==> src/verilog/procPkg.sv <==
/* shared types for the
   five stage pipeline */
package procPkg;

	localparam int regAddrW = 3;	// eight registers
	localparam int dataW = 16;	// word and instruction width

	// opcode in instr[15:12], 9..14 unused
	typedef enum logic [3:0] {
		opAdd = 4'd0,
		opSub = 4'd1,
		opAnd = 4'd2,
		opXor = 4'd3,
		opAddi = 4'd4,
		opLd = 4'd5,
		opSt = 4'd6,
		opBeqz = 4'd7,
		opJ = 4'd8,
		opHalt = 4'd15
	} opT;

	typedef enum logic [2:0] {
		aluAdd = 3'd0,
		aluSub = 3'd1,
		aluAnd = 3'd2,
		aluXor = 3'd3,
		aluPassB = 3'd4	// b operand straight through
	} aluOpT;

	// all zero means nop
	typedef struct packed {
		logic regWrite;
		logic memRead;
		logic memWrite;
		logic aluSrcImm;	// b from immediate
		logic branch;
		logic jump;
		logic halt;
		aluOpT aluOp;
		logic useRs;
		logic useRt;
		logic useRdSrc;	// st reads rd as store data
	} ctrlT;

	typedef struct packed {
		logic valid;
		logic [dataW-1:0] pc;
		logic [dataW-1:0] instr;
	} ifIdT;

	typedef struct packed {
		logic valid;
		logic [dataW-1:0] pc;
		ctrlT ctrl;
		logic [regAddrW-1:0] rd;
		logic [dataW-1:0] opA;
		logic [dataW-1:0] opB;
		logic [dataW-1:0] storeData;
		logic [dataW-1:0] imm;	// sign extended
	} idExT;

	typedef struct packed {
		logic valid;
		ctrlT ctrl;
		logic [regAddrW-1:0] rd;
		logic [dataW-1:0] aluOut;
		logic [dataW-1:0] storeData;
	} exMemT;

	typedef struct packed {
		logic valid;
		logic regWrite;
		logic halt;
		logic [regAddrW-1:0] rd;
		logic [dataW-1:0] wbData;
	} memWbT;

endpackage

==> src/verilog/pipeReg.sv <==
/* stage latch */
`timescale 1ns/100ps

module pipeReg #(
	parameter type T = logic
) (
	input logic clk,
	input logic arstN,
	input logic hold,	// stall, keep contents
	input logic flush,	// insert bubble, beats hold
	input T d,
	output T q
);

	always_ff @(posedge clk or negedge arstN) begin
		if (!arstN)
			q <= '0;	// bubble
		else if (flush)
			q <= '0;
		else if (!hold)
			q <= d;
	end

endmodule

==> src/verilog/fetch.sv <==
/* fetch stage */
`timescale 1ns/100ps

module fetch #(
	parameter int imemAddrW = 6
) (
	input logic clk,
	input logic arstN,
	input logic imemWrEn,	// load strobe, idle only
	input logic [imemAddrW-1:0] imemAddr,
	input logic [procPkg::dataW-1:0] imemData,
	input logic go,
	input logic stall,
	input logic haltSeen,	// halt sitting in decode
	input logic redirect,
	input logic [procPkg::dataW-1:0] target,
	output procPkg::ifIdT ifId
);

	logic [procPkg::dataW-1:0] imem [2**imemAddrW];
	logic [procPkg::dataW-1:0] pc;
	logic run;
	logic freeze;

	assign freeze = haltSeen && !redirect;	// redirect flushes the halt

	always_ff @(posedge clk) begin
		if (imemWrEn)
			imem[imemAddr] <= imemData;
	end

	always_ff @(posedge clk or negedge arstN) begin
		if (!arstN) begin
			pc <= '0;
			run <= 1'b0;
		end else if (go) begin
			pc <= '0;	// always start at word 0
			run <= 1'b1;
		end else if (run) begin
			if (redirect)
				pc <= target;
			else if (!stall && !freeze)
				pc <= pc + 1'b1;
			if (freeze)
				run <= 1'b0;	// nothing more after halt
		end
	end

	always_comb begin
		ifId.valid = run && !freeze;
		ifId.pc = pc;
		ifId.instr = imem[pc[imemAddrW-1:0]];	// word addressed, wraps
	end

endmodule

==> src/verilog/control.sv <==
/* opcode decoder */
`timescale 1ns/100ps

module control (
	input logic clk,
	input logic arstN,
	input logic [procPkg::dataW-1:0] instr,
	input logic valid,
	output procPkg::ctrlT ctrl,
	output logic err	// sticky illegal opcode
);

	logic illegal;

	always_comb begin
		ctrl = '0;
		illegal = 1'b0;
		case (procPkg::opT'(instr[15:12]))
			procPkg::opAdd, procPkg::opSub, procPkg::opAnd, procPkg::opXor: begin
				ctrl.regWrite = 1'b1;
				ctrl.useRs = 1'b1;
				ctrl.useRt = 1'b1;
				ctrl.aluOp = procPkg::aluOpT'({1'b0, instr[13:12]});	// low bits map 1:1
			end
			procPkg::opAddi: begin
				ctrl.regWrite = 1'b1;
				ctrl.aluSrcImm = 1'b1;
				ctrl.useRs = 1'b1;
			end
			procPkg::opLd: begin
				ctrl.regWrite = 1'b1;
				ctrl.memRead = 1'b1;
				ctrl.aluSrcImm = 1'b1;	// rs + imm6 address
				ctrl.useRs = 1'b1;
			end
			procPkg::opSt: begin
				ctrl.memWrite = 1'b1;
				ctrl.aluSrcImm = 1'b1;
				ctrl.useRs = 1'b1;
				ctrl.useRdSrc = 1'b1;	// data comes from rd
			end
			procPkg::opBeqz: begin
				ctrl.branch = 1'b1;
				ctrl.useRs = 1'b1;
				ctrl.aluOp = procPkg::aluPassB;
			end
			procPkg::opJ: ctrl.jump = 1'b1;
			procPkg::opHalt: ctrl.halt = 1'b1;
			default: illegal = 1'b1;	// controls stay zero, acts as bubble
		endcase
		if (!valid)
			ctrl = '0;
	end

	always_ff @(posedge clk or negedge arstN) begin
		if (!arstN)
			err <= 1'b0;
		else if (valid && illegal)
			err <= 1'b1;
	end

endmodule

==> src/verilog/decode.sv <==
/* decode stage and register file */
`timescale 1ns/100ps

module decode (
	input logic clk,
	input logic arstN,
	input procPkg::ifIdT ifId,
	input procPkg::ctrlT ctrl,
	input logic wrEn,	// from mem/wb
	input logic [procPkg::regAddrW-1:0] wrReg,
	input logic [procPkg::dataW-1:0] wrData,
	output procPkg::idExT idEx,
	output logic [procPkg::regAddrW-1:0] srcA,	// for hazard check
	output logic [procPkg::regAddrW-1:0] srcB
);

	logic [procPkg::dataW-1:0] regs [2**procPkg::regAddrW];
	logic [procPkg::dataW-1:0] readA;
	logic [procPkg::dataW-1:0] readB;
	logic [procPkg::dataW-1:0] imm6Ext;
	logic [procPkg::dataW-1:0] imm12Ext;
	logic [procPkg::regAddrW-1:0] rd;

	assign rd = ifId.instr[11:9];
	assign srcA = ifId.instr[8:6];	// rs
	assign srcB = ctrl.useRdSrc ? rd : ifId.instr[5:3];	// rt, or rd for st

	always_ff @(posedge clk or negedge arstN) begin
		if (!arstN) begin
			for (int i = 0; i < 2**procPkg::regAddrW; i++)
				regs[i] <= '0;
		end else if (wrEn) begin
			regs[wrReg] <= wrData;
		end
	end

	// write-through so writeback lands in the same cycle
	assign readA = (wrEn && wrReg == srcA) ? wrData : regs[srcA];
	assign readB = (wrEn && wrReg == srcB) ? wrData : regs[srcB];

	assign imm6Ext = {{(procPkg::dataW-6){ifId.instr[5]}}, ifId.instr[5:0]};
	assign imm12Ext = {{(procPkg::dataW-12){ifId.instr[11]}}, ifId.instr[11:0]};

	always_comb begin
		idEx.valid = ifId.valid;
		idEx.pc = ifId.pc;
		idEx.ctrl = ctrl;
		idEx.rd = rd;
		idEx.opA = readA;
		idEx.opB = readB;
		idEx.storeData = readB;	// only meaningful for st
		idEx.imm = ctrl.jump ? imm12Ext : imm6Ext;
	end

endmodule

==> src/verilog/hazardUnit.sv <==
/* raw stall detection */
`timescale 1ns/100ps

module hazardUnit (
	input logic [procPkg::regAddrW-1:0] srcA,
	input logic [procPkg::regAddrW-1:0] srcB,
	input procPkg::ctrlT ctrl,	// decode stage controls
	input logic ifValid,
	input procPkg::idExT idEx,
	input procPkg::exMemT exMem,
	output logic stall
);

	logic exWrites;
	logic memWrites;
	logic hitA;
	logic hitB;

	// only real, register-writing producers count
	assign exWrites = idEx.valid && idEx.ctrl.regWrite;
	assign memWrites = exMem.valid && exMem.ctrl.regWrite;

	// mem/wb is covered by the regfile bypass
	assign hitA = (exWrites && idEx.rd == srcA) || (memWrites && exMem.rd == srcA);
	assign hitB = (exWrites && idEx.rd == srcB) || (memWrites && exMem.rd == srcB);

	assign stall = ifValid &&
		((ctrl.useRs && hitA) || ((ctrl.useRt || ctrl.useRdSrc) && hitB));

endmodule

==> src/verilog/execute.sv <==
/* execute stage */
`timescale 1ns/100ps

module execute (
	input procPkg::idExT idEx,
	output procPkg::exMemT exMem,
	output logic redirect,	// taken beqz or j
	output logic [procPkg::dataW-1:0] target
);

	logic [procPkg::dataW-1:0] aluB;
	logic [procPkg::dataW-1:0] aluOut;
	logic taken;

	assign aluB = idEx.ctrl.aluSrcImm ? idEx.imm : idEx.opB;

	always_comb begin
		case (idEx.ctrl.aluOp)
			procPkg::aluAdd: aluOut = idEx.opA + aluB;	// also ld/st address
			procPkg::aluSub: aluOut = idEx.opA - aluB;
			procPkg::aluAnd: aluOut = idEx.opA & aluB;
			procPkg::aluXor: aluOut = idEx.opA ^ aluB;
			procPkg::aluPassB: aluOut = aluB;
			default: aluOut = '0;
		endcase
	end

	// beqz tests rs only
	assign taken = idEx.ctrl.branch && idEx.opA == '0;
	assign redirect = idEx.valid && (taken || idEx.ctrl.jump);

	// imm already holds imm6 or imm12 per decode
	assign target = idEx.pc + 1'b1 + idEx.imm;

	always_comb begin
		exMem.valid = idEx.valid;
		exMem.ctrl = idEx.ctrl;
		exMem.rd = idEx.rd;
		exMem.aluOut = aluOut;
		exMem.storeData = idEx.storeData;
	end

endmodule

==> src/verilog/memory.sv <==
/* data memory and writeback select */
`timescale 1ns/100ps

module memory #(
	parameter int dmemAddrW = 6
) (
	input logic clk,
	input logic arstN,
	input procPkg::exMemT exMem,
	output procPkg::memWbT memWb
);

	logic [procPkg::dataW-1:0] dmem [2**dmemAddrW];
	logic [dmemAddrW-1:0] addr;
	logic [procPkg::dataW-1:0] rdData;

	assign addr = exMem.aluOut[dmemAddrW-1:0];	// upper address bits ignored
	assign rdData = dmem[addr];

	always_ff @(posedge clk or negedge arstN) begin
		if (!arstN) begin
			for (int i = 0; i < 2**dmemAddrW; i++)
				dmem[i] <= '0;	// unwritten words read zero
		end else if (exMem.valid && exMem.ctrl.memWrite) begin
			dmem[addr] <= exMem.storeData;
		end
	end

	always_comb begin
		memWb.valid = exMem.valid;
		memWb.regWrite = exMem.ctrl.regWrite;
		memWb.halt = exMem.ctrl.halt;
		memWb.rd = exMem.rd;
		memWb.wbData = exMem.ctrl.memRead ? rdData : exMem.aluOut;
	end

endmodule

==> src/verilog/proc.sv <==
/* pipelined core top */
`timescale 1ns/100ps

module proc #(
	parameter int imemAddrW = 6,
	parameter int dmemAddrW = 6
) (
	input logic clk,
	input logic arstN,
	input logic imemWrEn,
	input logic [imemAddrW-1:0] imemAddr,
	input logic [procPkg::dataW-1:0] imemData,
	input logic go,
	output logic wbEn,	// writeback trace
	output logic [procPkg::regAddrW-1:0] wbReg,
	output logic [procPkg::dataW-1:0] wbData,
	output logic halted,
	output logic err
);

	procPkg::ifIdT ifIdD, ifIdQ;
	procPkg::idExT idExD, idExQ;
	procPkg::exMemT exMemD, exMemQ;
	procPkg::memWbT memWbD, memWbQ;
	procPkg::ctrlT ctrl;	// decode stage controls

	logic stall;
	logic redirect;
	logic haltSeen;
	logic [procPkg::dataW-1:0] target;
	logic [procPkg::regAddrW-1:0] srcA;
	logic [procPkg::regAddrW-1:0] srcB;

	assign haltSeen = ctrl.halt;	// ctrl is zero unless if/id valid

	fetch #(.imemAddrW(imemAddrW)) fetchI (
		.clk(clk), .arstN(arstN),
		.imemWrEn(imemWrEn), .imemAddr(imemAddr), .imemData(imemData),
		.go(go), .stall(stall), .haltSeen(haltSeen),
		.redirect(redirect), .target(target),
		.ifId(ifIdD)
	);

	// redirect wins over a stall
	pipeReg #(.T(procPkg::ifIdT)) ifIdReg (
		.clk(clk), .arstN(arstN),
		.hold(stall && !redirect), .flush(redirect),
		.d(ifIdD), .q(ifIdQ)
	);

	control controlI (
		.clk(clk), .arstN(arstN),
		.instr(ifIdQ.instr), .valid(ifIdQ.valid),
		.ctrl(ctrl), .err(err)
	);

	decode decodeI (
		.clk(clk), .arstN(arstN),
		.ifId(ifIdQ), .ctrl(ctrl),
		.wrEn(wbEn), .wrReg(memWbQ.rd), .wrData(memWbQ.wbData),
		.idEx(idExD), .srcA(srcA), .srcB(srcB)
	);

	hazardUnit hazardI (
		.srcA(srcA), .srcB(srcB), .ctrl(ctrl), .ifValid(ifIdQ.valid),
		.idEx(idExQ), .exMem(exMemQ),
		.stall(stall)
	);

	pipeReg #(.T(procPkg::idExT)) idExReg (
		.clk(clk), .arstN(arstN),
		.hold(1'b0), .flush(stall || redirect),	// bubble behind a stall
		.d(idExD), .q(idExQ)
	);

	execute executeI (
		.idEx(idExQ),
		.exMem(exMemD), .redirect(redirect), .target(target)
	);

	pipeReg #(.T(procPkg::exMemT)) exMemReg (
		.clk(clk), .arstN(arstN),
		.hold(1'b0), .flush(1'b0),
		.d(exMemD), .q(exMemQ)
	);

	memory #(.dmemAddrW(dmemAddrW)) memoryI (
		.clk(clk), .arstN(arstN),
		.exMem(exMemQ),
		.memWb(memWbD)
	);

	pipeReg #(.T(procPkg::memWbT)) memWbReg (
		.clk(clk), .arstN(arstN),
		.hold(1'b0), .flush(1'b0),
		.d(memWbD), .q(memWbQ)
	);

	assign wbEn = memWbQ.valid && memWbQ.regWrite;
	assign wbReg = memWbQ.rd;
	assign wbData = memWbQ.wbData;

	// set once halt retires, only reset clears it
	always_ff @(posedge clk or negedge arstN) begin
		if (!arstN)
			halted <= 1'b0;
		else if (memWbQ.valid && memWbQ.halt)
			halted <= 1'b1;
	end

endmodule

==> config.mk <==
export PLATFORM = sky130hd
export DESIGN_NAME = proc
export DESIGN_NICKNAME = d
export VERILOG_FILES = /design/src/verilog/procPkg.sv /design/src/verilog/pipeReg.sv /design/src/verilog/fetch.sv /design/src/verilog/control.sv /design/src/verilog/decode.sv /design/src/verilog/hazardUnit.sv /design/src/verilog/execute.sv /design/src/verilog/memory.sv /design/src/verilog/proc.sv
export SDC_FILE = /design/constraint.sdc
export NUM_CORES = 2
export LEC_CHECK = 0
export BUFFER_PORTS_ARGS = -buffer_cell sky130_fd_sc_hd__clkbuf_2
export CORE_UTILIZATION = 40
export CTS_BUF_LIST = sky130_fd_sc_hd__clkbuf_4 sky130_fd_sc_hd__clkbuf_8
export CTS_CLUSTER_SIZE = 10
export DETAILED_ROUTE_END_ITERATION = 8
export GPL_TIMING_DRIVEN = 0
export HOLD_SLACK_MARGIN = 0.03
export PLACE_DENSITY_LB_ADDON = 0.2
export SLEW_MARGIN = 10
export SYNTH_ARGS = -nofsm -noshare
export SYNTH_HDL_FRONTEND = slang
export SYNTH_SLANG_ARGS = --single-unit
==> constraint.sdc <==
create_clock -name clk -period 6.84 [get_ports clk]
set_clock_uncertainty 0.2 [all_clocks]
set_input_delay 1.368 -clock clk [delete_from_list [all_inputs] [get_ports clk]]
set_output_delay 1.368 -clock clk [all_outputs]
set_load 0.02 [all_outputs]
-- Word-level counts from Yosys, hierarchy flattened
Memory sizes are Yosys's and may differ from the RTL's.
Cells that the tools add are included.
W data, S select, Z words.
- add/subtract/negate cells: 5
- $lt $le $gt $ge: 6
- bitwise logic cells: 6
- multiplexer cells: 46
- equal/unequal tests: 20
- reductions and logical operators: 43
- operators by type and width (kind ; count):
    $bwmux W1024 ; 1
    $mux W16 ; 17
    $bwmux W128 ; 1
    $mux W97 ; 1
    $bmux W16 S3 ; 2
    $bmux W16 S6 ; 1
    $demux W16 S6 ; 1
    $pmux W16 S5 ; 1
    $mux W33 ; 2
    $demux W16 S3 ; 1
    $add A16 B1 Y16 const B ; 2
    $add A16 B16 Y16 ; 2
    $logic_and A1 B1 Y1 ; 23
    $eq A3 B3 Y1 ; 6
    $and A16 B16 Y16 ; 1
    $eq A4 B3 Y1 const B ; 4
    $logic_not A16 Y1 ; 1
    $sub A16 B16 Y16 ; 1
    $xor A16 B16 Y16 ; 1
    $mux W1 ; 15
    $mux W13 ; 1
    $ge A4 B4 Y1 const B ; 3
    $not A3 Y4 ; 3
    $reduce_or A10 Y1 ; 1
    other kinds (24) ; 34
- memories: 1
- word-level logic and storage cells: 234
- memory bits (writable): 1024
- register bits after elaboration: 1360
- output and inout bits: 22
- input port bits: 26
- memory list (memory ; words ; bits a word ; read ports ; clocked after Yosys merged registers in ; write ports ; RTL line ; RTL):
    fetchI.imem ; 64 ; 16 ; 1 ; 0 ; 1 ; fetch.sv:20 ; logic [procPkg::dataW-1:0] imem [2**imemAddrW];

-- Depth between registers and ports, before layout
- word-level depth: 17
- mapped depth: 17
- mapped depth without buffers: 15

-- Modules after synthesis
A second synthesis with hierarchy kept.
- cell total of the unflattened synthesis: 7244
- area, all modules: 107792.1 um^2
- modules (own cells, without submodules) (module ; cells an instance ; area an instance (um^2) ; seq. area each (um^2) ; instances):
    memory ; 3371 ; 47172.7 ; 25624.6 ; 1
    fetch ; 1975 ; 40722.8 ; 31174.9 ; 1
    decode ; 812 ; 8388.0 ; 3203.1 ; 1
    pipeReg (idExReg) ; 313 ; 3921.3 ; 2427.3 ; 1
    execute ; 384 ; 2914.0 ; 0.0 ; 1
    pipeReg (exMemReg) ; 158 ; 1989.4 ; 1226.2 ; 1
    pipeReg (ifIdReg) ; 107 ; 1367.6 ; 825.8 ; 1
    pipeReg (memWbReg) ; 71 ; 912.1 ; 550.5 ; 1
    control ; 26 ; 180.2 ; 25.0 ; 1
    hazardUnit ; 21 ; 168.9 ; 0.0 ; 1
    proc ; 6 ; 55.1 ; 25.0 ; 1

-- Least setup slack after synthesis
OpenSTA, ideal clock, no wires.
- kind: reg-to-reg
- from: register idExReg.q[76] in the netlist's numbering
- to: register exMemReg.q[30] in the netlist's numbering
- arrival time: 3570 ps
- required time: 6522 ps
- cell stages (with the launch flop): 16
- buffers on the path: 3
- period minus slack after synthesis: 3889 ps
- library setup time: 118 ps
- setup slack: 2951 ps
- cell sequence: dfrtp_1 > clkbuf_1 > buf_2 > buf_1 > mux2i_1 > ha_1 > nand2_1 > nand2_1 > xnor2_1 > ha_1 > nand3_1 > o221ai_1 > a221oi_1 > o41ai_1 > xor2_1 > a21o_1
- RTL lines (item ; RTL line ; RTL):
    from (decl) ; pipeReg.sv:12 ; output T q
    from (signal assigned) ; pipeReg.sv:17 ; q <= '0;
    from (signal assigned) ; pipeReg.sv:19 ; q <= '0;
    from (signal assigned) ; pipeReg.sv:21 ; q <= d;
    to (signal assigned) ; pipeReg.sv:17 ;
    to (signal assigned) ; pipeReg.sv:19 ;
    to (signal assigned) ; pipeReg.sv:21 ;
    to (decl) ; pipeReg.sv:12 ;

==> results_tabular.tex <==
\begin{tabular}{lr}
\hline
Metric & Value \\
\hline
\multicolumn{2}{l}{\textbf{Power and ir drop}} \\
Proportion of power drawn by the clock network & 0.278 \\
Logic pwr share & 0.344 \\
Static Leak & 44.92 nW \\
Maximum vdd ir drop & around 0.00021 V \\
Power dissipated by switching net loads & $\sim$17 mW \\
Power density over the cells & $\sim$410 nW/µm² \\
Switch share & 0.3773 \\
Internal power component & 28.47 mW \\
Sequential fraction of design power & 0.379 \\
\multicolumn{2}{l}{\textbf{Timing}} \\
Count of pins over their slew limit & 0 \\
Worst hold slack across all endpoints & about 0.14 ns \\
Fmax & approximately 0.15 GHz \\
Worst rel slew slack & 0.06835 \\
Final-report setup violation count & 0 \\
Sum of negative setup slack & 0 ns \\
Tmin final & 6.531 ns \\
Post-route clock period utilization & 0.9548 \\
Count of final hold-check violations & 0 \\
RSZ-0062 raised after global routing & false \\
Slew of the pin with the lowest slew margin & 1.397 ns \\
\multicolumn{2}{l}{\textbf{Synth}} \\
Cell type contributing the most total cell area after synthesis & sky130\_fd\_sc\_hd\_\_dfrtp\_1 \\
Top FF cell, synth & sky130\_fd\_sc\_hd\_\_dfrtp\_1 \\
Yosys reg bits & 2,334 \\
Warnings from Yosys & 0 \\
Post-synth cell types & 77 \\
Fraction of post-synthesis cell area in the top cell type by area & 0.3337 \\
Syn Nets & 6,069 \\
Proportion of register bits with asynchronous set or reset after synthesis & 0.5613 \\
Leading cell types by count after synthesis & 1,310 x sky130\_fd\_sc\_hd\_\_dfrtp\_1, 1,188 x sky130\_fd\_sc\_hd\_\_mux2\_2, 1,024 x sky130\_fd\_sc\_hd\_\_edfxtp\_1 \\
Netlist area before placement & 98,250 µm² \\
Proportion of synthesized chip area in sequential cells & 0.6467 \\
Syn Inst Count & around 6,000 \\
Per-instance average area after synthesis & 16.37 µm² \\
Dominant cells by area after synthesis & sky130\_fd\_sc\_hd\_\_dfrtp\_1 33\%, sky130\_fd\_sc\_hd\_\_edfxtp\_1 31\%, sky130\_fd\_sc\_hd\_\_mux2\_2 14\% \\
Number of enable flip-flop cells after synthesis & 1,024 \\
Cell with the most instances after synthesis & sky130\_fd\_sc\_hd\_\_dfrtp\_1 \\
\multicolumn{2}{l}{\textbf{Die}} \\
Initial core utilization & 0.4032 \\
Die area & 247,600 µm² \\
\# IOs & 48 \\
Standard-cell rows & 181 \\
Die Wd & 497.6 µm \\
DIE HEIGHT & $\sim$500 µm \\
Area of the core region & 243,700 µm² \\
\multicolumn{2}{l}{\textbf{Drt}} \\
Total detailed-routing wirelength & 339,200 µm \\
Count of unresolved DRC violations after routing & 0 \\
Number of DRC violations after detailed-routing iteration 0 & 6,397 \\
Detailed-route via count & roughly 61,000 \\
Avg WL per Cell & 33.80 µm \\
First-pass iteration count of the detailed router & 6 \\
DR vias/cell & 6.039 \\
Post-detailed-route count of antenna-violating nets & 0 \\
\multicolumn{2}{l}{\textbf{Global route}} \\
Routing usage on met3 & 0.05930 \\
Overall routing resource usage & 0.2724 \\
GR Util met1 & 0.3636 \\
Grt peak-use layer & met2 \\
Global-route congestion overflow total & 0 \\
Via count of the first global-routing pass & about 60,000 \\
Number of antenna violations at the first check in global routing & 42 \\
Pin count of the biggest net entering global routing & 104 \\
Wire length of the first global-routing pass & 477,100 µm \\
Met2 track utilization from global routing & 0.4126 \\
\multicolumn{2}{l}{\textbf{Placement}} \\
Total half-perimeter wirelength after legalization and detailed placement & 229,100 µm \\
Final weighted congestion in routability-driven placement & 0.9398 \\
Number of port buffers & 40 \\
\multicolumn{2}{l}{\textbf{Clocking}} \\
Clock Pin Slew Worst Setup and Hold Paths & 0.06 ns \\
Number of sinks driven by the clock tree & 2,334 \\
Count of buffers added by post-CTS timing repair for setup & 0 \\
Clock H-tree levels & 5 \\
TritonCTS Buffers & 405 \\
Clock insertion delay at the later pin of the skew report & 1.12 ns \\
Root Driver & sky130\_fd\_sc\_hd\_\_clkbuf\_8 \\
CTS tree & built \\
Maximum number of buffers from clock root to sink & 4 \\
\multicolumn{2}{l}{\textbf{Critical path}} \\
Critical path's slowest cell & sky130\_fd\_sc\_hd\_\_buf\_1 \\
Setup crit end kind & flip-flop \\
Arrival time at the worst endpoint & 7.26 ns \\
Setup Crit Path Kind & reg -> reg \\
CP Cell Sequence & buf\_2, nor3b\_1, clkbuf\_1, buf\_2, buf\_1, a22oi\_1, a31oi\_1, nor3\_1, a41oi\_1 \\
Largest incremental delay on the critical path & approximately 1.0 ns \\
Required time of the critical path & 7.57 ns \\
Startpoint class of the critical path & flip-flop \\
Most used cell, CP & sky130\_fd\_sc\_hd\_\_buf\_2 \\
CP max FO & 10 \\
\multicolumn{2}{l}{\textbf{Final layout}} \\
Count of nets after finishing & 6,613 \\
Fraction of final layout cells with drive strength greater than 1 & 0.3847 \\
Synth-to-layout area growth & 14.35\% \\
Share of the core filled with cells in the final layout & 0.4610 \\
\multicolumn{2}{l}{\textbf{Status}} \\
Run status & finished clean \\
\multicolumn{2}{l}{\textbf{Flow run}} \\
Max Cap Violations & 0 \\
\multicolumn{2}{l}{\textbf{Worst hold path}} \\
Type of the tightest min-delay check & reg -> reg \\
\hline
\end{tabular}
## power groups by stage
stage               Combinational [mW]  Clock (mW)  Sequential (mW)
finish                            15.7        12.7             17.3
floorplan                         8.81           0             17.1
global placement                  15.2           0             17.6
global route                      16.3        13.5             17.5
detailed placement                15.4           0             17.5
CTS                               15.5        12.9             17.3
## routing by layer
layer  part of all wire  vias to the layer above
met1               0.41                    32520
li1                   -                    24470
met2               0.46                     2724
met3              0.077                      859
met4              0.059                       34
met5            0.00065                        -
## worst max-delay path: cells and delay by family (launching register included)
kind                   cells  cell delay [ns]
buffers and inverters      4             2.80
AOI/OAI and AO/OA          3             2.04
and+or+nand+nor            2             0.99
DFF                        1             0.32
## cells in the final DEF (no fill, tap or decap), types with 59 or more instances in the layout
cell,netlist,routed
sky130_fd_sc_hd__mux2i_1,142,142
sky130_fd_sc_hd__clkbuf_1,276,241
sky130_fd_sc_hd__a21oi_1,64,64
sky130_fd_sc_hd__dfrtp_1,1310,1310
sky130_fd_sc_hd__clkbuf_4,0,158
sky130_fd_sc_hd__nor2_2,1,59
sky130_fd_sc_hd__a22o_1,112,112
sky130_fd_sc_hd__edfxtp_1,1024,1024
sky130_fd_sc_hd__buf_2,107,154
sky130_fd_sc_hd__mux2_2,1188,1188
sky130_fd_sc_hd__nand2_1,70,70
sky130_fd_sc_hd__buf_1,105,63
sky130_fd_sc_hd__clkbuf_2,0,59
sky130_fd_sc_hd__mux4_2,353,353
sky130_fd_sc_hd__a31oi_1,109,109
sky130_fd_sc_hd__a221oi_1,109,109
sky130_fd_sc_hd__clkbuf_8,0,460
sky130_fd_sc_hd__a22oi_1,298,298
sky130_fd_sc_hd__nor2_1,231,173
## through the flow
step / power, mW / worst slack (ns) / cells / area (µm²)
2_1_floorplan: 25.87 / 2.951 / 6003 / 98250
3_3_place_gp: 32.76 / -27.92 / 9245 / 102500
3_5_place_dp: 32.98 / 0.5713 / 9340 / 104400
4_1_cts: 45.64 / 0.6289 / 10020 / 112300
5_1_grt: 47.20 / 0.5366 / 10030 / 112300
6_report: 45.72 / 0.3092 / 10040 / 112300
## final timing paths
path                                               start                       endpoint  slack, ns  cells past startpoint
worst min register to register  exMemReg.q[41]$_DFF_PN0_       memWbReg.q[19]$_DFF_PN0_       0.14                      0
worst max register to register  exMemReg.q[17]$_DFF_PN0_       memWbReg.q[10]$_DFF_PN0_       0.31                      9
min in group asynchronous                          arstN  memoryI.dmem[220]$_DFFE_PN0P_       0.63                      2
max in group asynchronous                          arstN   decodeI.regs[52]$_DFFE_PN0P_       3.00                      7
worst min-delay path            exMemReg.q[41]$_DFF_PN0_       memWbReg.q[19]$_DFF_PN0_       0.14                      0
worst max-delay path            exMemReg.q[17]$_DFF_PN0_       memWbReg.q[10]$_DFF_PN0_       0.31                      9
## what timing repair did
item | CTS | global route
hold endpoints to repair | 14 | 0
resized for setup | 0 | 0
hold buffers | 1 | 0
## cell families after synthesis
family / count (synthesis) / share of synthesized area
AND/OR/NAND/NOR: 500 / 0.02430
buffers and inverters: 554 / 0.02389
multiplexers: 1683 / 0.2316
XOR/XNOR: 42 / 0.003744
flip-flops: 2334 / 0.6467
AO/OA/AOI/OAI: 850 / 0.06461
adder cells (fa/ha/maj): 40 / 0.005247
## cell type report
type | count | area, µm²
repair buffers | 137 | 1869
diodes | 16 | 40.04
well taps | 3202 | 4006
inverters | 40 | 150.1
fillers | 21260 | 131300
clock inverters | 71 | 414.1
clock buffers | 607 | 7428
multi-input cells | 3115 | 32610
flip-flops and latches | 2334 | 63530
plain buffers | 514 | 2293
## state kept, by name (all words and copies together) (netlist names)
| register | flops |
|---|---|
| memWbReg.q | 22 |
| fetchI.run | 1 |
| halted | 1 |
| controlI.err | 1 |
| ifIdReg.q | 23 |
| fetchI.pc | 6 |
| fetchI.imem | 1024 |
| idExReg.q | 64 |
| memoryI.dmem | 1024 |
| decodeI.regs | 128 |
| exMemReg.q | 40 |
(Power assumes the default switching activity.)
